==> src/simt_stage_buf.sv <==
////////////////////////////////////////
// SIMT stage buffer
// two-entry valid/ready skid buffer
////////////////////////////////////////
`timescale 1ns/10ps

module simt_stage_buf #(
    parameter type payload_t = logic
) (
    input  logic     clk,
    input  logic     reset,
    input  logic     in_valid,
    output logic     in_ready,
    input  payload_t in_data,
    output logic     out_valid,
    input  logic     out_ready,
    output payload_t out_data
);
    logic     skid_valid;
    payload_t skid_data;
    logic     load_out;

    assign in_ready = !skid_valid;

    // the output register refills whenever it is empty or being drained
    assign load_out = out_ready || !out_valid;

    always_ff @(posedge clk) begin
        if (reset) begin
            out_valid  <= 1'b0;
            skid_valid <= 1'b0;
        end else if (load_out) begin
            out_valid  <= skid_valid || in_valid;
            skid_valid <= 1'b0;
        end else if (in_valid && !skid_valid) begin
            skid_valid <= 1'b1;
        end
    end

    always_ff @(posedge clk) begin
        if (load_out) begin
            out_data <= skid_valid ? skid_data : in_data;
        end else if (in_valid && !skid_valid) begin
            skid_data <= in_data;
        end
    end

endmodule

==> config.mk <==
export PLATFORM = sky130hd
export DESIGN_NAME = simt_stage_buf
export DESIGN_NICKNAME = d
export VERILOG_FILES = /design/src/simt_stage_buf.sv
export SDC_FILE = /design/constraint.sdc
export NUM_CORES = 1
export LEC_CHECK = 0
export ABC_AREA = 1
export BUFFER_PORTS_ARGS = -buffer_cell sky130_fd_sc_hd__buf_4
export CORE_AREA = 2 2 39 41
export DETAILED_ROUTE_END_ITERATION = 8
export DIE_AREA = 0 0 41 43
export PLACE_DENSITY = 0.3
export SYNTH_ARGS = -nofsm -noshare
export SYNTH_HDL_FRONTEND = slang
export SYNTH_SLANG_ARGS = --single-unit
==> constraint.sdc <==
create_clock -name clk -period 0.88 [get_ports clk]
set_input_delay 0.132 -clock clk [delete_from_list [all_inputs] [get_ports clk]]
set_output_delay 0.132 -clock clk [all_outputs]
set_load 0.05 [all_outputs]
==> run summary <==
The run finished, with violations left. The checks that failed: negative setup slack. The logs give 1.107 GHz for the upper clock frequency limit and 0.6065 for the routability congestion estimate. For this design the total switching power over the nets is 132.5 uW. The number of vias per cell works out to 3.289.

At the worst endpoint, the required time is 0.75 ns. STA classifies the critical path endpoint as an output port. The iteration count of the initial detailed-routing pass came out at 1. The maximum clock path buffer count was 2; the overall die area was 1763 um^2.

In this run, synthesis produced a sequential element count of 4. The portion of the clock cycle consumed by the worst path in the final layout was 102.6%. On the final layout, the worst hold slack is 0.09047 ns. Detailed routing placed a total of 119 um of wire on met2. The fraction of post-synthesis cell area in the top cell type by area is 38.71%. The global-route wire length before repair is 572 um. The worst setup path is launched from a register.

For the pin with the worst max-slew slack, the measured transition is 0.1102 ns. Pin placement for this block handled 8 I/O pins. The y dimension of the die works out to 43 um. After detailed routing, the number of remaining DRC violations is 0.

In this run, the combinational gates consume 17.2% of the power. The area inside the core boundary is 1384 um^2. The uppermost metal layer occupied by signal nets is met3.

The worst slew margin relative to its limit is 92.61%, and the routed wire length on met3 is 48 um. The final count of hold timing violations was 0. Counting tap cells, the placed design contains a total of 41 instances. The run gives 42.5% as the proportion of power drawn by the clock network. Buffers inserted during clock tree synthesis total 3. The total grt overflow is 0, and the synthesized netlist cell count is 18.

The half-perimeter wire length of the detailed placement result is 255.9 um, and the overall routing resource usage is 5.528%. Setup violations remaining at the end of the flow were counted as 2. The synthesized netlist occupies a cell area of 155.1 um^2. The net count of the finished layout is 36, and the floorplan die width is 41 um.

Number of antenna violations at the first check in global routing: 0. Net switching is 24.96% of the power. Leakage power of the design: 0.0001392 uW.

For the total number of vias, the log shows 148. The hold buffer count at cts is 0. By startpoint and endpoint, the worst setup path is classified as reg2out. The maximum fanout count along the critical path works out to 3.

In this run the clock root is driven by a clkbuf_4. The starting utilization of the core area was 11.21%. The ratio of total power to cell area was 1775 nW/um^2; the via count of the first global-routing pass was 153.

The average instance in the mapped netlist occupies 8.619 um^2. The tool flagged a number of max-cap violations equal to 0. In the final routed layout, each cell accounts on average for 7.111 um. In this run, distinct cell masters in the synthesized netlist total 8. The floorplan has 14 rows.

The design draws 530.8 uW. The detailed router's first-iteration violation count was 0. The internal power of the cells totals 398.3 uW. The share of the Yosys chip area taken by registers is 64.52%. Once detail routing completed, the nets flagged for antenna violations numbered 0. The most common cell in the synthesized netlist is nand2_1.

Excluding fillers, the count of instances in the completed layout stands at 45. edfxtp_1 takes more of the synthesized area than any other cell. The worst path in the final design needs a cycle of 0.9030 ns, including I/O delays and setup.

The final layout contains routed wiring with a total length of 320 um. The fraction of final layout cells sized beyond drive strength 1 came out at 58.62%. By count the netlist is led by 6 x nand2_1, 3 x nor2_1, 2 x dfxtp_1, 2 x edfxtp_1, 2 x inv_1. The run gives 4 as the maximum number of pins on one net before global-route repair. Across the VDD grid, the largest voltage drop is 0.4603 mV.

The share of flip-flops with an asynchronous set or reset is 0%. The run gives 0 as the count of final max-slew check failures. For the worst-skew pair, the clock arrives at the later sink with an insertion delay of 0.23 ns.

The kind of path behind the tightest hold check was in2reg. The level count of the clock H-tree was 1; the number of clock sinks was 4. TritonCTS built the clock tree. The number of antenna diodes in the final layout is 0. After detailed routing, the wire length on met1 is 153 um.

The number of nets in the synthesized netlist is 23. The worst path setup slack after routing was -0.02301 ns. The most used flip-flop cell after synthesis is edfxtp_1.

Sequential cells burn 40.3% of the power. The clock transition at the register clock pins on the worst setup and hold paths after CTS was 0.04 ns; the area overhead of the layout relative to synthesis was 92.74%. The Yosys step of the flow raised 0 warnings.

Setup repair after global routing could not meet its margin everywhere. Sorting the synthesized cells by area gives the leading types as edfxtp_1 39%, dfxtp_1 26%, nand2_1 15%, nor2_1 7.3%, inv_1 4.8%. Data arrives at the worst endpoint at 0.77 ns. The final clock skew is 0.002006 ns, and the count of port buffers added during placement is 7. The number of enable-type register cells in the synthesized netlist came out at 2.
-- registers in the layout, summed over array words and instances (netlist names) --
signal,count
out_data,1
out_valid,1
skid_data,1
skid_valid,1
-- what timing repair did --
action	CTS	global route
resized for setup	5	1
setup buffers	1	0
endpoints found under the setup margin	3	4
-- worst paths after layout --
path         slack (ns)                  end               startpoint  depth (start not counted)
max               -0.02             in_ready  skid_valid$_SDFFE_PP0P_                          2
min reg2reg        0.52   out_data$_DFFE_PP_      skid_data$_DFFE_PP_                          2
max reg2reg        0.05  skid_data$_DFFE_PP_  skid_valid$_SDFFE_PP0P_                          3
min                0.09  skid_data$_DFFE_PP_                  in_data                          1
-- critical path, cell delays in order (launching register included) --
cell     delay, ns
dfxtp_4       0.35
inv_8         0.06
buf_8         0.13
-- power by group through the flow --
stage                     clock network (uW)  registers (uW)  logic [uW]
after floorplan                            0             242        20.6
after global placement                     0             215        79.8
after detailed placement                   0             215        79.4
after CTS                                246             214        91.4
after global routing                     260             214        98.1
final                                    226             214        91.2
-- layer usage --
metal / GRT usage, % / vias up
li1: - / 79
met1: 6.774 / 61
met2: 5.000 / 8
met3: 3.141 / 0
met4: 8.000 / 0
met5: 0 / -
-- layout by cell type (no fill, tap or decap), types with 2 or more instances in the layout --
cell type,n
buf_4,5
buf_8,2
clkbuf_4,3
dfxtp_4,2
edfxtp_1,2
inv_1,2
nand2_1,4
nand2_2,2
nor2_1,2
-- area by class of cell --
cell class / count / area [um^2]
Clock buffer: 3 / 22.52
Fill cell: 151 / 1085
Inverter: 3 / 18.77
Multi-Input combinational cell: 11 / 51.30
Sequential cell: 4 / 107.6
Tap cell: 16 / 20.02
Timing Repair Buffer: 8 / 78.83
-- metrics by stage --
step / setup TNS, ns / cell area (um^2) / util (%) / setup WS [ns]
2_1_floorplan: -0.004185 / 175.2 / - / -0.004185
3_3_place_gp: 0 / 247.7 / 17.90 / 0.04445
3_5_place_dp: 0 / 247.7 / 17.90 / 0.03641
4_1_cts: -0.07171 / 296.5 / 21.43 / -0.03870
5_1_grt: -0.1113 / 299.0 / 21.61 / -0.05825
6_report: -0.03986 / 299.0 / 21.61 / -0.02301
-- cell families after synthesis --
logic type / Yosys count / synth area share (%)
simple gates: 10 / 25.00
flops: 4 / 64.52
compound gates: 1 / 3.223
buf+inv: 3 / 7.258
(Power assumes the default switching activity.)
