--- src/simt_pkg.sv ---
////////////////////////////////////////
// SIMT issue slice shared definitions
// widths, opcodes and stage payloads
////////////////////////////////////////
package simt_pkg;

    localparam int xlen         = 32;
    localparam int num_threads  = 4;
    localparam int num_regs     = 32;
    localparam int nr_bits      = 5;
    localparam int num_src_regs = 3;
    localparam int imm_bits     = 15;

    typedef enum logic [3:0] {
        op_add = 4'd0,
        op_sub = 4'd1,
        op_and = 4'd2,
        op_or  = 4'd3,
        op_xor = 4'd4,
        op_shl = 4'd5,
        op_shr = 4'd6,
        op_mad = 4'd7,
        op_ldi = 4'd8
    } opcode_e;

    typedef logic [num_threads-1:0][xlen-1:0] lane_data_t;
    typedef logic [num_threads-1:0] tmask_t;

    typedef struct packed {
        opcode_e             op;
        logic [nr_bits-1:0]  rd;
        logic [nr_bits-1:0]  rs1;
        logic [nr_bits-1:0]  rs2;
        logic [nr_bits-1:0]  rs3;
        logic [imm_bits-1:0] imm;
        tmask_t              tmask;
        logic                wb;
    } issue_t;

    typedef struct packed {
        opcode_e             op;
        logic [nr_bits-1:0]  rd;
        tmask_t              tmask;
        logic                wb;
        logic [imm_bits-1:0] imm;
        lane_data_t          rs1_data;
        lane_data_t          rs2_data;
        lane_data_t          rs3_data;
    } exec_t;

    typedef struct packed {
        logic [nr_bits-1:0] rd;
        tmask_t             tmask;
        logic               wb;
        lane_data_t         data;
    } result_t;

    typedef struct packed {
        logic [nr_bits-1:0] rd;
        tmask_t             tmask;
        lane_data_t         data;
    } wb_t;

endpackage

--- src/simt_decode.sv ---
////////////////////////////////////////
// SIMT instruction decode
// field split and register scoreboard
////////////////////////////////////////
`timescale 1ns/10ps

module simt_decode (
    input  logic                         clk,
    input  logic                         reset,
    input  logic                         instr_valid,
    output logic                         instr_ready,
    input  logic [31:0]                  instr,
    output logic                         out_valid,
    input  logic                         out_ready,
    output simt_pkg::issue_t             out_data,
    input  logic                         wb_valid,
    input  logic [simt_pkg::nr_bits-1:0] wb_rd
);
    import simt_pkg::*;

    logic [num_regs-1:0] pending;
    opcode_e             op;
    logic                use_rs1;
    logic                use_rs2;
    logic                use_rs3;
    logic                hazard;
    logic                issue;

    assign op = opcode_e'(instr[3:0]);

    // ldi reads nothing and only mad reads a third source
    always_comb begin
        use_rs1 = 1'b1;
        use_rs2 = 1'b1;
        use_rs3 = 1'b0;
        case (op)
            op_ldi: begin
                use_rs1 = 1'b0;
                use_rs2 = 1'b0;
            end
            op_mad: use_rs3 = 1'b1;
            default: ;
        endcase
    end

    always_comb begin
        out_data.op    = op;
        out_data.rd    = instr[8:4];
        out_data.rs1   = use_rs1 ? instr[13:9] : '0;
        out_data.rs2   = use_rs2 ? instr[18:14] : '0;
        out_data.rs3   = use_rs3 ? instr[23:19] : '0;
        out_data.imm   = instr[23:9];
        out_data.tmask = instr[27:24];
        out_data.wb    = (instr[8:4] != '0);
    end

    // masked sources read as register 0, which is never pending
    assign hazard = pending[out_data.rs1] || pending[out_data.rs2]
                 || pending[out_data.rs3] || pending[out_data.rd];

    // nothing issues while reset is held
    assign out_valid   = instr_valid && !hazard && !reset;
    assign instr_ready = out_ready && !hazard && !reset;
    assign issue       = instr_valid && instr_ready;

    always_ff @(posedge clk) begin
        if (reset) begin
            pending <= '0;
        end else begin
            if (wb_valid) begin
                pending[wb_rd] <= 1'b0;
            end
            if (issue && out_data.wb) begin
                pending[out_data.rd] <= 1'b1;
            end
        end
    end

endmodule

--- config.mk ---
export PLATFORM = sky130hd
export DESIGN_NAME = simt_decode
export DESIGN_NICKNAME = d
export VERILOG_FILES = /design/src/simt_pkg.sv /design/src/simt_decode.sv
export SDC_FILE = /design/constraint.sdc
export NUM_CORES = 1
export LEC_CHECK = 0
export ABC_AREA = 1
export BUFFER_PORTS_ARGS = -buffer_cell sky130_fd_sc_hd__buf_2
export CAP_MARGIN = 20
export CORE_UTILIZATION = 53
export CTS_CLUSTER_DIAMETER = 200
export CTS_CLUSTER_SIZE = 10
export DETAILED_ROUTE_END_ITERATION = 12
export PLACE_DENSITY = 0.8
export SYNTH_ARGS = -nofsm -noshare
export SYNTH_HDL_FRONTEND = slang
export SYNTH_SLANG_ARGS = --single-unit
--- constraint.sdc ---
create_clock -name clk -period 1.9 [get_ports clk]
set_clock_uncertainty 0.05 [all_clocks]
set_input_delay 0.095 -clock clk [delete_from_list [all_inputs] [get_ports clk]]
set_output_delay 0.095 -clock clk [all_outputs]
set_load 0.01 [all_outputs]
==> results.yml <==
status:
  outcome: "finished with violations"
  violations: "negative setup slack"
synthesis:
  synth_cells: 561
  yosys_register_bits: 32
  syn_avg_cell_area_sq_um: 5.86
  syn_area_sq_um: 3290
  ys_types: 26
  yosysWarnings: 0
  synth_fp_nets: 603
  ys_seq_area_share_pct: 19.5
routing:
  drtIter0Drc: 539
  antenna_left: 0
  dr.pass1.iters: 7
  via_per_inst: 6.15
  num_vias: 4513
  routed_wl_mm: 12.8
  wl_per_cell_um: 17.5
  drc_errors: 0
cts:
  cts_buffer_depth: 2
  htreeDepth: 2
  cts_buffers: 5
  cts-root-buf: "clkbuf_8"
  clock-sinks: 32
  insertion_delay_ns: 0.30
  ctsHoldBuffers: 0
  clkTransAtPathRegs_ns: 0.07
  cts_tree: "done"
timing:
  worst_slew_pin_slew_ns: 0.622
  post-route-min-period_ns: 2.16
  slew_headroom_pct: 58.5
  hold_viol: 0
  rsz0062_at_grt: "true"
  slew_viol_final: 0
  hold_slack_ns: 0.140
  worst_slack_ns: -0.258
  period_share_pct: 114
  setup_tns_ns: -4.15
  fmax_ghz: 0.463
  finalSetupViolCount: 33
finish:
  design_area_sq_um: 4200
  multi_input_area_sq_um: 2070
  fin_cells: 734
  final_core_util_pct: 70.6
  top_regs: "pending x32"
  seq_area_sq_um: 657
  layout-drive-gt1-share_pct: 30.5
  num-fill-cells: 538
  area_growth_pct: 27.9
  largest_reg_flops: 32
  fin_nets: 700
  antenna_cells: 0
  top_register: "pending"
job:
  drv_cap: 0
floorplan:
  fp.dieArea_sq_um: 6520
  ioPinCount: 88
  rows: 28
  start_util_pct: 55.2
  core_sq_um: 5960
  die_w_um: 80.8
  dieHeight_um: 80.8
worst_setup_path:
  critical_path_arrival_ns: 2.01
  critPathLaunchType: "flop"
  r2r_cells: 13
  critPathCaptureType: "output pin"
  crit_type: "reg2out"
  crit_fanout: 4
  required_ns: 1.75
global_routing:
  antenna_found_initial: 0
  grt_usage_pct: 40.4
  grt_overflow: 0
  grt_pass1_vias: 4068
  grt_max_degree: 35
  grt_pass1_wl_mm: 19.8
place:
  place_area_sq_um: 3880
  dp_cells: 718
  hpwlAfterDp_mm: 9.22
  routabilityCongestion: 1.08
  dpl_worst_slack_ns: -0.254
  io_buffers: 75
pwr:
  clock_power_share_pct: 33.2
  p_int_mw: 1.32
  p_sw_share_pct: 33.4
  power.total_mw: 1.99
  vdd_drop_max_v: 0.00103
  p_leak_nw: 2.02
  powerDensity_nw_per_um2: 472
  power_frac_seq_pct: 33.7
  p_sw_uw: 663
  pwr-share-comb_pct: 33.1
worst_hold_path:
  hp-class: "in2out"
  whs_path_depth: 0
-- cell usage after synthesis --
cell | number | area (sq um)
buf_4 | 30 | 225
nor2_4 | 2 | 22.5
nor2_1 | 59 | 221
clkinv_1 | 2 | 7.51
nand4_1 | 31 | 194
nor3_1 | 9 | 45.0
o2111ai_1 | 8 | 70.1
inv_1 | 64 | 240
a21oi_2 | 1 | 8.76
nand3b_1 | 5 | 37.5
nand2_2 | 7 | 43.8
buf_2 | 16 | 80.1
nand2_1 | 82 | 308
o21ai_1 | 1 | 5.00
clkbuf_1 | 5 | 18.8
nor2_2 | 1 | 6.26
buf_6 | 7 | 78.8
inv_2 | 2 | 7.51
dfxtp_1 | 32 | 641
nand3_1 | 106 | 531
a22oi_1 | 10 | 75.1
o21ai_0 | 40 | 200
or2_2 | 2 | 12.5
nand3_2 | 1 | 10.0
a21oi_1 | 32 | 160
o22ai_1 | 6 | 37.5
-- layer usage --
layer / wire length (um) / GRT usage (%) / part of all wire (%) / up-vias
li1: - / - / - / 2083
met1: 4780 / 48.9 / 37 / 2022
met2: 5820 / 65.8 / 45 / 332
met3: 1470 / 7.53 / 11 / 76
met4: 762 / 25.7 / 5.9 / 0
met5: 0 / 0 / 0 / -
-- timing repair --
item                       in CTS  in global routing
gates cloned                    2                  0
buffers inserted                5                  3
pin swaps                      13                 17
setup endpoints to repair      33                 33
resized for setup              26                 24
-- cell type report --
type	count	share of cell area [%]
multi-input cells	403	49.3
clock inverters	3	1.01
repair buffers	148	24.1
inverters	68	6.07
clock buffers	5	1.64
well taps	75	2.23
flip-flops and latches	32	15.6
-- critical path: stages (launching register included) --
cell and delay, ns:
dfxtp_4 0.36, or2_2 0.30, o2111ai_2 0.09, nand3_1 0.10, nand3_1 0.09, nand2_1 0.06, nand2_1 0.07, nand3_2 0.09
nor2_4 0.16, buf_12 0.13, nand2_1 0.04, nor2_1 0.08, buf_2 0.14
-- power groups by stage --
stage	clock, mW	combinational, mW	sequential (mW)
2_1_floorplan	0	0.375	0.688
3_3_place_gp	0	0.529	0.688
3_5_place_dp	0	0.536	0.688
4_1_cts	0.660	0.632	0.671
5_1_grt	0.674	0.715	0.669
6_report	0.660	0.658	0.669
-- cells in the final DEF, fill, tap and decap left out, drive strengths merged --
master    instances
dfxtp            32
a21oi            33
nand3           107
a22oi            10
nor3              9
o21ai            41
inv              66
nand2            89
nand3b            5
clkinv            3
clkbuf            5
clkinvlp          1
buf             148
bufinv            1
nor2             62
or2               2
o22ai             6
nand4            31
o2111ai           8
-- kinds of logic (layout without fill, tap and decap cells) --
family	count (synthesis)	in the layout	share of synthesized area [%]
and+or+nand+nor	305	305	43.5
buffers and inverters	126	224	20.0
AOI/OAI and AO/OA	98	98	16.9
DFF	32	32	19.5
-- worst paths after layout --
kind / slack (ns) / endpoint / startpoint
setup / recovery: -0.26 / instr_ready / pending[26]
hold / removal: 0.14 / out_data[2] / instr[25]
hold reg to reg: 0.44 / pending[6] / pending[6]
setup reg to reg: -0.23 / pending[3] / pending[26]
Power figures use the tool's default switching activity.
