`src/simt_pkg.sv`:
```
////////////////////////////////////////
// SIMT issue slice shared definitions
// widths, opcodes and stage payloads
////////////////////////////////////////
package simt_pkg;

    localparam int xlen         = 32;
    localparam int num_threads  = 4;
    localparam int num_regs     = 32;
    localparam int nr_bits      = 5;
    localparam int num_src_regs = 3;
    localparam int imm_bits     = 15;

    typedef enum logic [3:0] {
        op_add = 4'd0,
        op_sub = 4'd1,
        op_and = 4'd2,
        op_or  = 4'd3,
        op_xor = 4'd4,
        op_shl = 4'd5,
        op_shr = 4'd6,
        op_mad = 4'd7,
        op_ldi = 4'd8
    } opcode_e;

    typedef logic [num_threads-1:0][xlen-1:0] lane_data_t;
    typedef logic [num_threads-1:0] tmask_t;

    typedef struct packed {
        opcode_e             op;
        logic [nr_bits-1:0]  rd;
        logic [nr_bits-1:0]  rs1;
        logic [nr_bits-1:0]  rs2;
        logic [nr_bits-1:0]  rs3;
        logic [imm_bits-1:0] imm;
        tmask_t              tmask;
        logic                wb;
    } issue_t;

    typedef struct packed {
        opcode_e             op;
        logic [nr_bits-1:0]  rd;
        tmask_t              tmask;
        logic                wb;
        logic [imm_bits-1:0] imm;
        lane_data_t          rs1_data;
        lane_data_t          rs2_data;
        lane_data_t          rs3_data;
    } exec_t;

    typedef struct packed {
        logic [nr_bits-1:0] rd;
        tmask_t             tmask;
        logic               wb;
        lane_data_t         data;
    } result_t;

    typedef struct packed {
        logic [nr_bits-1:0] rd;
        tmask_t             tmask;
        lane_data_t         data;
    } wb_t;

endpackage

```
`src/simt_result.sv`:
```
////////////////////////////////////////
// SIMT result stage
// result beat and register write-back
////////////////////////////////////////
`timescale 1ns/10ps

module simt_result (
    input  logic              clk,
    input  logic              reset,
    input  logic              in_valid,
    output logic              in_ready,
    input  simt_pkg::result_t in_data,
    output logic              result_valid,
    input  logic              result_ready,
    output simt_pkg::result_t result,
    output logic              wb_valid,
    output simt_pkg::wb_t     wb_data
);
    import simt_pkg::*;

    logic    valid_q;
    result_t data_q;

    assign in_ready = !valid_q || result_ready;

    always_ff @(posedge clk) begin
        if (reset) begin
            valid_q <= 1'b0;
        end else if (in_ready) begin
            valid_q <= in_valid;
        end
    end

    always_ff @(posedge clk) begin
        if (in_ready && in_valid) begin
            data_q <= in_data;
        end
    end

    assign result_valid = valid_q;
    assign result       = data_q;

    // registers are only written once the result has left the slice
    assign wb_valid     = valid_q && result_ready && data_q.wb;
    assign wb_data.rd    = data_q.rd;
    assign wb_data.tmask = data_q.tmask;
    assign wb_data.data  = data_q.data;

endmodule

```
`config.mk`:
```
export PLATFORM = sky130hd
export DESIGN_NAME = simt_result
export DESIGN_NICKNAME = d
export VERILOG_FILES = /design/src/simt_pkg.sv /design/src/simt_result.sv
export SDC_FILE = /design/constraint.sdc
export NUM_CORES = 1
export LEC_CHECK = 0
export BUFFER_PORTS_ARGS = -buffer_cell sky130_fd_sc_hd__buf_2
export CAP_MARGIN = 20
export CORE_AREA = 4 4 160 162
export CTS_CLUSTER_SIZE = 40
export DETAILED_ROUTE_END_ITERATION = 6
export DIE_AREA = 0 0 164 166
export GPL_TIMING_DRIVEN = 0
export SLEW_MARGIN = 20
export SYNTH_ARGS = -nofsm -noshare
export SYNTH_HDL_FRONTEND = slang
export SYNTH_SLANG_ARGS = --single-unit
```
`constraint.sdc`:
```
create_clock -name clk -period 2 [get_ports clk]
set_input_delay 0.3 -clock clk [delete_from_list [all_inputs] [get_ports clk]]
set_output_delay 0.3 -clock clk [all_outputs]
set_load 0.03 [all_outputs]
```
==> Implementation_results.wiki, run 1 <==
{| class="wikitable"
! Metric !! Value
|-
| Distinct cells, synth || 8
|-
| # clock sinks || 139
|-
| Final Hold Viols || 0
|-
| Setup violations, final || 0
|-
| Congestion Overflow GR || 0
|-
| Clock root buffer || clkbuf_16
|-
| Slew HR || 73.63%
|-
| Cell area after layout || 8346 um^2
|-
| CTS Hold Buffers Added || 0
|-
| Most common cell after layout, fill and taps aside || buf_2
|-
| Wirelength, routed || 15,740 um
|-
| Worst ir drop on vdd || 0.4214 mV
|-
| Slew Viols, Final || 0
|-
| Depth of the CTS H-tree || 4
|-
| Die X || 164 um
|-
| Pin count of the biggest net entering global routing || 58
|-
| Worst endpoint required time || 2.08 ns
|-
| Number of maximum-capacitance violations || 0
|-
| Clock latency of the later-clocked register in the worst-skew pair || 0.41 ns
|-
| Clock period minus final worst setup slack || 1.504 ns
|-
| Fmax || 665.1 MHz
|-
| Global placement routability congestion || 0.8127
|-
| CTS Buf Count || 17
|-
| Synthesis-to-finish area growth || 59.42%
|-
| Initial Utilization || 21.72%
|-
| Power per cell area || 945.0 nW/um^2
|-
| Clock transition at path regs || 0.06 ns
|-
| Fill count || 2,403
|-
| Post-layout net count || 863
|-
| Overall track demand over capacity in global routing || 11.18%
|-
| Maximum count of clock buffers along a single path || 2
|-
| Std-Cell Core Area || 24,110 um^2
|-
| Routed via count || 3,646
|-
| Die Y || 166 um
|-
| Antenna violations before repair || 1
|-
| Die outline area || 27,220 um^2
|-
| Fraction of final layout cells with drive strength greater than 1 || 80.65%
|-
| Hold crit path type || primary input to flip-flop
|-
| Slew at the pin with the worst max-slew slack || 0.3955 ns
|-
| Number of detailed-routing iterations run before antenna repair || 4
|-
| Setup slack after layout || 0.4964 ns
|-
| Number of antenna repair diodes || 0
|-
| Wire per inst || 14.88 um
|-
| Worst setup skew after layout || 0.006292 ns
|-
| Top-level port count || 420
|-
| Setup repair after global routing missed its margin || no
|-
| Leak pwr || 3.951 nW
|-
| Share of synthesized area occupied by flip-flops and latches || 79.54%
|-
| IO buf count || 419
|-
| Wire length of the first global-routing pass || 22,600 um
|-
| Endpoint class of the critical path || flip-flop
|-
| Violation count after the first detailed-routing iteration || 157
|-
| Cells after synthesis || 281
|-
| Placed inst area || 7794 um^2
|-
| Vias in the first global route || 3,758
|-
| Total of flip-flops plus latches after synthesis || 139
|-
| Share of the clock period used by the worst path || 75.18%
|-
| Post-synthesis area per instance || 18.63 um^2
|-
| Number of resized instances in the post-cts repair step || 0
|-
| Yosys Warn Count || 0
|-
| Setup slack after placement || 0.3636 ns
|-
| Setup crit start kind || flip-flop
|-
| Per-cell via count in the routed design || 3.446
|-
| Total power || 7.887 mW
|-
| Mapped cell area || 5235 um^2
|-
| Result of the run || finished, final reports clean
|-
| Crit path DAT || 1.59 ns
|-
| Most frequent cells in the layout || buf_2, edfxtp_1, buf_4
|-
| Worst hold slack across all endpoints || 0.04171 ns
|-
| Final HPWL DP || 12,910 um
|-
| Number of rows created at floorplan || 57
|-
| Worst Path Class, Setup || flip-flop to flip-flop
|-
| Antenna Nets Post-Route || 0
|-
| Critical-path maximum fanout || 57
|-
| TritonCTS clock tree || done
|-
| Net count after synthesis || 423
|-
| Count of buffers added by post-CTS timing repair for setup || 0
|-
| Number of remaining DRC errors || 0
|}
-- flip-flops by register name, indices dropped and copies added, names as in the netlist --
name          count
result_valid      1
result          138
-- routing by layer --
metal	global-route usage [%]	wire length, um
met1	12.53	6041
met2	19.63	8143
met3	3.599	1285
met4	4.303	272
met5	0	0
-- kinds of logic after synthesis --
group	count (synthesis)	synth area share (%)
compound gates	1	0.1673
simple gates	3	0.5736
buf+inv	138	19.72
flops	139	79.54
-- path summary, 6_finish.rpt --
check | startpoint | end | slack [ns] | cells after the start
max | result_valid$_SDFFE_PP0P_ | result[49]$_DFFE_PP_ | 0.50 | 3
min | reset | result_valid$_SDFFE_PP0P_ | 0.04 | 2
max reg2reg | result_valid$_SDFFE_PP0P_ | result[49]$_DFFE_PP_ | 0.50 | 3
min reg2reg | result_valid$_SDFFE_PP0P_ | result_valid$_SDFFE_PP0P_ | 0.50 | 2
-- worst max-delay path, cell delays in order, from the launching register on --
cell and delay, ns:
dfxtp_2 0.34, nand2b_4 0.08, and2_4 0.40, buf_16 0.31
-- stage by stage --
step | utilization (%) | cells | setup TNS, ns
4_1_cts | 34.62 | 1058 | 0
5_1_grt | 34.62 | 1058 | 0
2_1_floorplan | - | 281 | 0
6_report | 34.62 | 1058 | 0
3_5_place_dp | 32.33 | 1026 | 0
3_3_place_gp | 32.10 | 1024 | -47.13
-- Yosys cell counts (all sizes together) --
cell type,number,area share (%)
and3,1,0.14
inv,1,0.072
nand2b,1,0.26
a21oi,1,0.17
edfxtp,138,79
dfxtp,1,0.38
and2,1,0.17
buf,137,20
-- power by group --
| part | leakage (nW) | internal, mW | switching (mW) |
|---|---|---|---|
| sequential | 1.34 | 3.42 | 0.0948 |
| clock | 0.250 | 1.72 | 1.24 |
| combinational | 2.36 | 0.497 | 0.924 |
| total | 3.95 | 5.63 | 2.25 |
-- layout make-up --
type                    instances  area [um^2]  area share, %
clock buffers                  19        432.9          5.187
flip-flops and latches        139         4165          49.91
well taps                     324        405.4          4.858
clock inverters                13        118.9          1.424
repair buffers                421         2152          25.79
multi-input cells               4        38.79         0.4648
plain buffers                 137         1028          12.32
inverters                       1        3.754        0.04498
(Power assumes the default switching activity.)
==> inputs of run 2 (changes only) <==
- CORE_AREA: 4 4 160 162 -> 4 4 161 163
- DIE_AREA: 0 0 164 166 -> 0 0 165 167
- clock period: 2 -> 1.41 ns (I/O delays scaled with it)
==> run 2 against run 1 <==
  * Clock skew grew 0.00098 ns
  * Critical path type is now flip-flop to primary output
  * Combinational power grew 68%
  * Critical endpoint is now wb_data[62]
  * Power increased by 49%
  * Cell area grew 18%
  * Global-route usage up 0.90 points
  * Clock power up 48%
  * Core utilization is 6.0 points higher
==> Implementation_results.wiki, run 2 (synthesis results as in run 1) <==
{| class="wikitable"
! Metric !! Value
|-
| Clock transition at path regs || 0.07 ns
|-
| Wire length of the first global-routing pass || 25,250 um
|-
| Depth of the CTS H-tree || 4
|-
| Worst reg-to-reg path cell count || 4
|-
| Worst Path Class, Setup || flip-flop to primary output
|-
| TritonCTS clock tree || done
|-
| CTS Buf Count || 17
|-
| Maximum count of clock buffers along a single path || 2
|-
| Clock root buffer || clkbuf_16
|-
| Worst flop-to-flop path startpoint || result_valid$_SDFFE_PP0P_
|-
| Min-Delay Startpoint || in_valid
|-
| Number of detailed-routing iterations run before antenna repair || 4
|-
| Fmax || 735.9 MHz
|-
| Die Y || 167 um
|-
| Clock period minus final worst setup slack || 1.359 ns
|-
| Total power || 11.74 mW
|-
| Result of the run || finished, final reports clean
|-
| Global placement routability congestion || 0.7803
|-
| Share of the clock period used by the worst path || 96.37%
|-
| Number of maximum-capacitance violations || 0
|-
| Slew Viols, Final || 0
|-
| Antenna Nets Post-Route || 0
|-
| Most common cell after layout, fill and taps aside || buf_2
|-
| Fraction of final layout cells with drive strength greater than 1 || 68.04%
|-
| Setup slack on the worst flop-to-flop path || 0.05 ns
|-
| Most frequent cells in the layout || buf_2, buf_4, dlygate4sd3_1
|-
| Per-cell via count in the routed design || 3.588
|-
| Wire per inst || 14.74 um
|-
| Slew HR || 79.95%
|-
| Worst ir drop on vdd || 0.6672 mV
|-
| Leak pwr || 4.593 nW
|-
| Initial Utilization || 21.53%
|-
| Slew at the pin with the worst max-slew slack || 0.3008 ns
|-
| Number of remaining DRC errors || 0
|-
| Final Hold Viols || 0
|-
| Worst endpoint required time || 1.20 ns
|-
| Endpoint class of the critical path || primary output
|-
| Final design utilization || 40.65%
|-
| Crit path DAT || 1.15 ns
|-
| Hold-critical path depth || 3
|-
| Antenna violations before repair || 1
|-
| Die outline area || 27,560 um^2
|-
| Setup crit start kind || flip-flop
|-
| Final HPWL DP || 12,830 um
|-
| Std-Cell Core Area || 24,320 um^2
|-
| Pin count of the biggest net entering global routing || 60
|-
| Wirelength, routed || 17,690 um
|-
| Overall track demand over capacity in global routing || 12.08%
|-
| Post-layout net count || 1,006
|-
| Critical-path maximum fanout || 2
|-
| Clock latency of the later-clocked register in the worst-skew pair || 0.41 ns
|-
| Die X || 165 um
|-
| IO buf count || 419
|-
| Violation count after the first detailed-routing iteration || 160
|-
| Number of antenna repair diodes || 0
|-
| Top-level port count || 420
|-
| Endpoint, Worst Hold || result_valid$_SDFFE_PP0P_
|-
| # clock sinks || 139
|-
| Congestion Overflow GR || 0
|-
| Number of flip-flops under the largest register name || 138
|-
| Synthesis-to-finish area growth || 88.86%
|-
| Setup violations, final || 0
|-
| Number of rows created at floorplan || 57
|-
| Worst setup skew after layout || 0.007272 ns
|-
| Power per cell area || 1187 nW/um^2
|-
| Vias in the first global route || 4,580
|-
| Routed via count || 4,306
|-
| Hold crit path type || primary input to flip-flop
|-
| Destination of the worst register-to-register timing path || result[84]$_DFFE_PP_
|}
==> run 2: per-stage QoR <==
stage,instance area (um^2),hold WS (ns),instances,TNS (ns),setup slack (ns)
final,9887,0.05842,1200,0,0.05117
after global routing,9887,0.03838,1200,-0.1028,-0.009820
after CTS,9778,0.001582,1196,-0.4114,-0.01429
after detailed placement,7796,0.3689,1026,-10.32,-0.1023
after global placement,7741,0.3635,1024,-110.77,-0.8182
after floorplan,5239,0.2648,281,-77.10,-0.5587
==> run 2: power breakdown <==
group	internal (mW)	switching [mW]
registers	4.84	0.143
clock network	2.60	1.77
logic	0.999	1.38
==> run 2: critical path: stages, from the launching register on <==
cell and delay [ns]:
edfxtp_1 0.42, buf_4 0.16, buf_4 0.16
==> run 2: how the worst max path moves through the flow <==
stage	end	startpoint	depth (start not counted)
after floorplan	result[0]$_DFFE_PP_	result_valid$_SDFFE_PP0P_	2
after global placement	result[135]$_DFFE_PP_	result_ready	3
after detailed placement	result[11]$_DFFE_PP_	result_ready	4
after CTS	result[23]$_DFFE_PP_	result_valid$_SDFFE_PP0P_	3
after global routing	result[96]$_DFFE_PP_	result_valid$_SDFFE_PP0P_	4
final	wb_data[62]	result[62]$_DFFE_PP_	2
==> run 2: routing by layer <==
layer  vias to the layer above  GRT usage [%]  share of wire (%)  wire length [um]
li1                       2029              -                  -                 -
met1                      1995          13.09                 37              6582
met2                       265          21.68                 52              9125
met3                        15          4.226                9.6              1707
met4                         2          4.087                1.5               263
met5                         -              0              0.073                13
==> run 2: area by class of cell <==
| type | instances | area [um^2] |
|---|---|---|
| multi-input combinational | 5 | 50.05 |
| inverter | 1 | 3.754 |
| fill | 2200 | 14430 |
| sequential | 139 | 4168 |
| timing repair buffer | 571 | 3717 |
| buffer | 129 | 968.4 |
| tap | 324 | 405.4 |
| clock buffer | 17 | 425.4 |
| clock inverter | 14 | 148.9 |
==> run 2: timing repair <==
item,4_1_cts,5_1_grt
setup buffers,1,9
setup endpoints to repair,124,141
resized for setup,7,35
pin swaps,1,2
gates cloned,1,1
hold buffers,138,1
endpoints found under the hold margin,138,1
==> inputs of run 3 (changes only) <==
- CORE_AREA: 4 4 161 163 -> 4 4 163 165
- DIE_AREA: 0 0 165 167 -> 0 0 167 169
==> run 3 against run 2 <==
  * Combinational power about the same
  * Clock-buffer cell count up 2
  * Wire length up 0.59%
  * First-iteration DRC count down 10%
  * Non-clock buffer count down 6
  * Critical endpoint is now wb_data[7]
  * Highest routed layer unchanged
==> Implementation_results.wiki, run 3 (synthesis results as in run 1) <==
{| class="wikitable"
! Metric !! Value
|-
| Share of the clock period used by the worst path || 96.46%
|-
| Maximum count of clock buffers along a single path || 2
|-
| Final HPWL DP || 12,850 um
|-
| Worst setup skew after layout || 0.007479 ns
|-
| Number of detailed-routing iterations run before antenna repair || 4
|-
| Vias in the first global route || 4,713
|-
| Number of remaining DRC errors || 0
|-
| Crit path DAT || 1.15 ns
|-
| Number of maximum-capacitance violations || 0
|-
| CTS Buf Count || 17
|-
| Antenna Nets Post-Route || 0
|-
| Setup violations, final || 0
|-
| Global placement routability congestion || 0.8385
|-
| Number of flip-flops under the largest register name || 138
|-
| Slew at the pin with the worst max-slew slack || 0.3189 ns
|-
| Most frequent cells in the layout || buf_2, buf_4, dlygate4sd3_1, edfxtp_1, clkbuf_16
|-
| Critical-path cell list || buf_4, buf_4
|-
| TritonCTS clock tree || done
|-
| Die outline area || 28,220 um^2
|-
| Synthesis-to-finish area growth || 88.53%
|-
| Slew HR || 78.74%
|-
| Power per cell area || 1203 nW/um^2
|-
| Hold crit path type || primary input to flip-flop
|-
| Violation count after the first detailed-routing iteration || 144
|-
| Wire length of the first global-routing pass || 26,100 um
|-
| Endpoint class of the critical path || primary output
|-
| Routed via count || 4,253
|-
| Final design utilization || 39.42%
|-
| Clock root buffer || clkbuf_16
|-
| Overall track demand over capacity in global routing || 12.03%
|-
| Cell seen most often among critical-path stages || buf_4
|-
| Number of antenna repair diodes || 0
|-
| # clock sinks || 139
|-
| Wire per inst || 14.82 um
|-
| Clock latency of the later-clocked register in the worst-skew pair || 0.40 ns
|-
| Fill count || 2,320
|-
| Slew Viols, Final || 0
|-
| Std-Cell Core Area || 25,040 um^2
|-
| Worst Path Class, Setup || flip-flop to primary output
|-
| Number of rows created at floorplan || 58
|-
| Top-level port count || 420
|-
| Pin count of the biggest net entering global routing || 56
|-
| Post-layout net count || 1,000
|-
| Placed cells || 1,032
|-
| Clock transition at path regs || 0.06 ns
|-
| Depth of the CTS H-tree || 4
|-
| Post-layout instance count excluding filler cells || 1,201
|-
| Worst ir drop on vdd || 0.6663 mV
|-
| IO buf count || 419
|-
| Slowest cell on the critical path || edfxtp_1
|-
| Antenna violations before repair || 3
|-
| Wirelength, routed || 17,800 um
|-
| Clock period minus final worst setup slack || 1.360 ns
|-
| Fraction of final layout cells with drive strength greater than 1 || 67.85%
|-
| Congestion Overflow GR || 0
|-
| Setup slack on the worst flop-to-flop path || 0.06 ns
|-
| Die Y || 169 um
|-
| Per-cell via count in the routed design || 3.541
|-
| Fmax || 735.3 MHz
|-
| Leak pwr || 4.587 nW
|-
| Worst endpoint required time || 1.20 ns
|-
| Critical-path maximum fanout || 2
|-
| Final Hold Viols || 0
|-
| Setup crit start kind || flip-flop
|-
| Die X || 167 um
|-
| Initial Utilization || 20.91%
|-
| Most common cell after layout, fill and taps aside || buf_2
|-
| Biggest cell delay along the critical path || 0.43 ns
|-
| Result of the run || finished, final reports clean
|}
==> run 3: changes by cell type in the layout (fill, tap and decap cells not counted), sizes merged <==
cell,previous run,this run
buf,560,555
bufbuf,0,1
bufinv,2,3
clkbuf,18,19
clkinv,5,4
clkinvlp,5,3
dlygate4sd3,139,138
inv,3,4
==> run 3: critical path: cells and delay by family, from the launching register on <==
family,cells,cell delay (ns)
flip-flops,1,0.43
buffers and inverters,2,0.32
==> run 3: report_power, final <==
| group | leakage, nW | total [mW] | switching [mW] | internal, mW |
|---|---|---|---|---|
| combinational | 2.96 | 2.37 | 1.38 | 0.989 |
| sequential | 1.34 | 4.99 | 0.146 | 4.85 |
| clock | 0.282 | 4.51 | 1.72 | 2.80 |
==> run 3: area by class of cell <==
type	count	area, um^2	area share, %
inverters	1	3.754	0.03803
clock inverters	13	165.2	1.673
repair buffers	565	3669	37.17
flip-flops and latches	139	4168	42.23
clock buffers	19	432.9	4.386
multi-input cells	5	50.05	0.5071
well taps	330	412.9	4.184
plain buffers	129	968.4	9.812
==> run 3: path summary, 6_finish.rpt <==
| path | from | endpoint | depth (start not counted) |
|---|---|---|---|
| min reg2reg | result_valid$_SDFFE_PP0P_ | result_valid$_SDFFE_PP0P_ | 2 |
| min | in_data[68] | result[68]$_DFFE_PP_ | 1 |
| max reg2reg | result_valid$_SDFFE_PP0P_ | result[8]$_DFFE_PP_ | 3 |
| max | result[7]$_DFFE_PP_ | wb_data[7] | 2 |
==> run 3: metal layers <==
| layer | GRT usage, % | share of wire, % |
|---|---|---|
| met5 | 0 | 0.20 |
| met4 | 4.305 | 1.6 |
| met3 | 4.437 | 9.0 |
| met2 | 22.23 | 53 |
| met1 | 12.50 | 36 |
==> run 3: per-stage QoR <==
| step | hold WS [ns] | setup TNS, ns | setup slack [ns] | area, um^2 | total power, mW |
|---|---|---|---|---|---|
| after global placement | 0.3622 | -118.21 | -0.8706 | 7749 | 7.063 |
| after CTS | 0.001718 | 0 | 0.0007550 | 9834 | 12.08 |
| after floorplan | 0.2648 | -77.10 | -0.5587 | 5239 | 6.371 |
| after global routing | 0.0006501 | -0.009116 | -0.008886 | 9869 | 12.46 |
| after detailed placement | 0.3677 | -14.57 | -0.1403 | 7804 | 7.096 |
| final | 0.02952 | 0 | 0.04994 | 9869 | 11.87 |
==> run 3: what timing repair did <==
action / in CTS / in global routing
gates resized for setup: 5 / 30
cloned: 2 / 0
setup endpoints to repair: 118 / 17
hold endpoints to repair: 135 / 3
hold buffers: 135 / 3
pin swaps: 1 / 0
setup buffers: 4 / 1
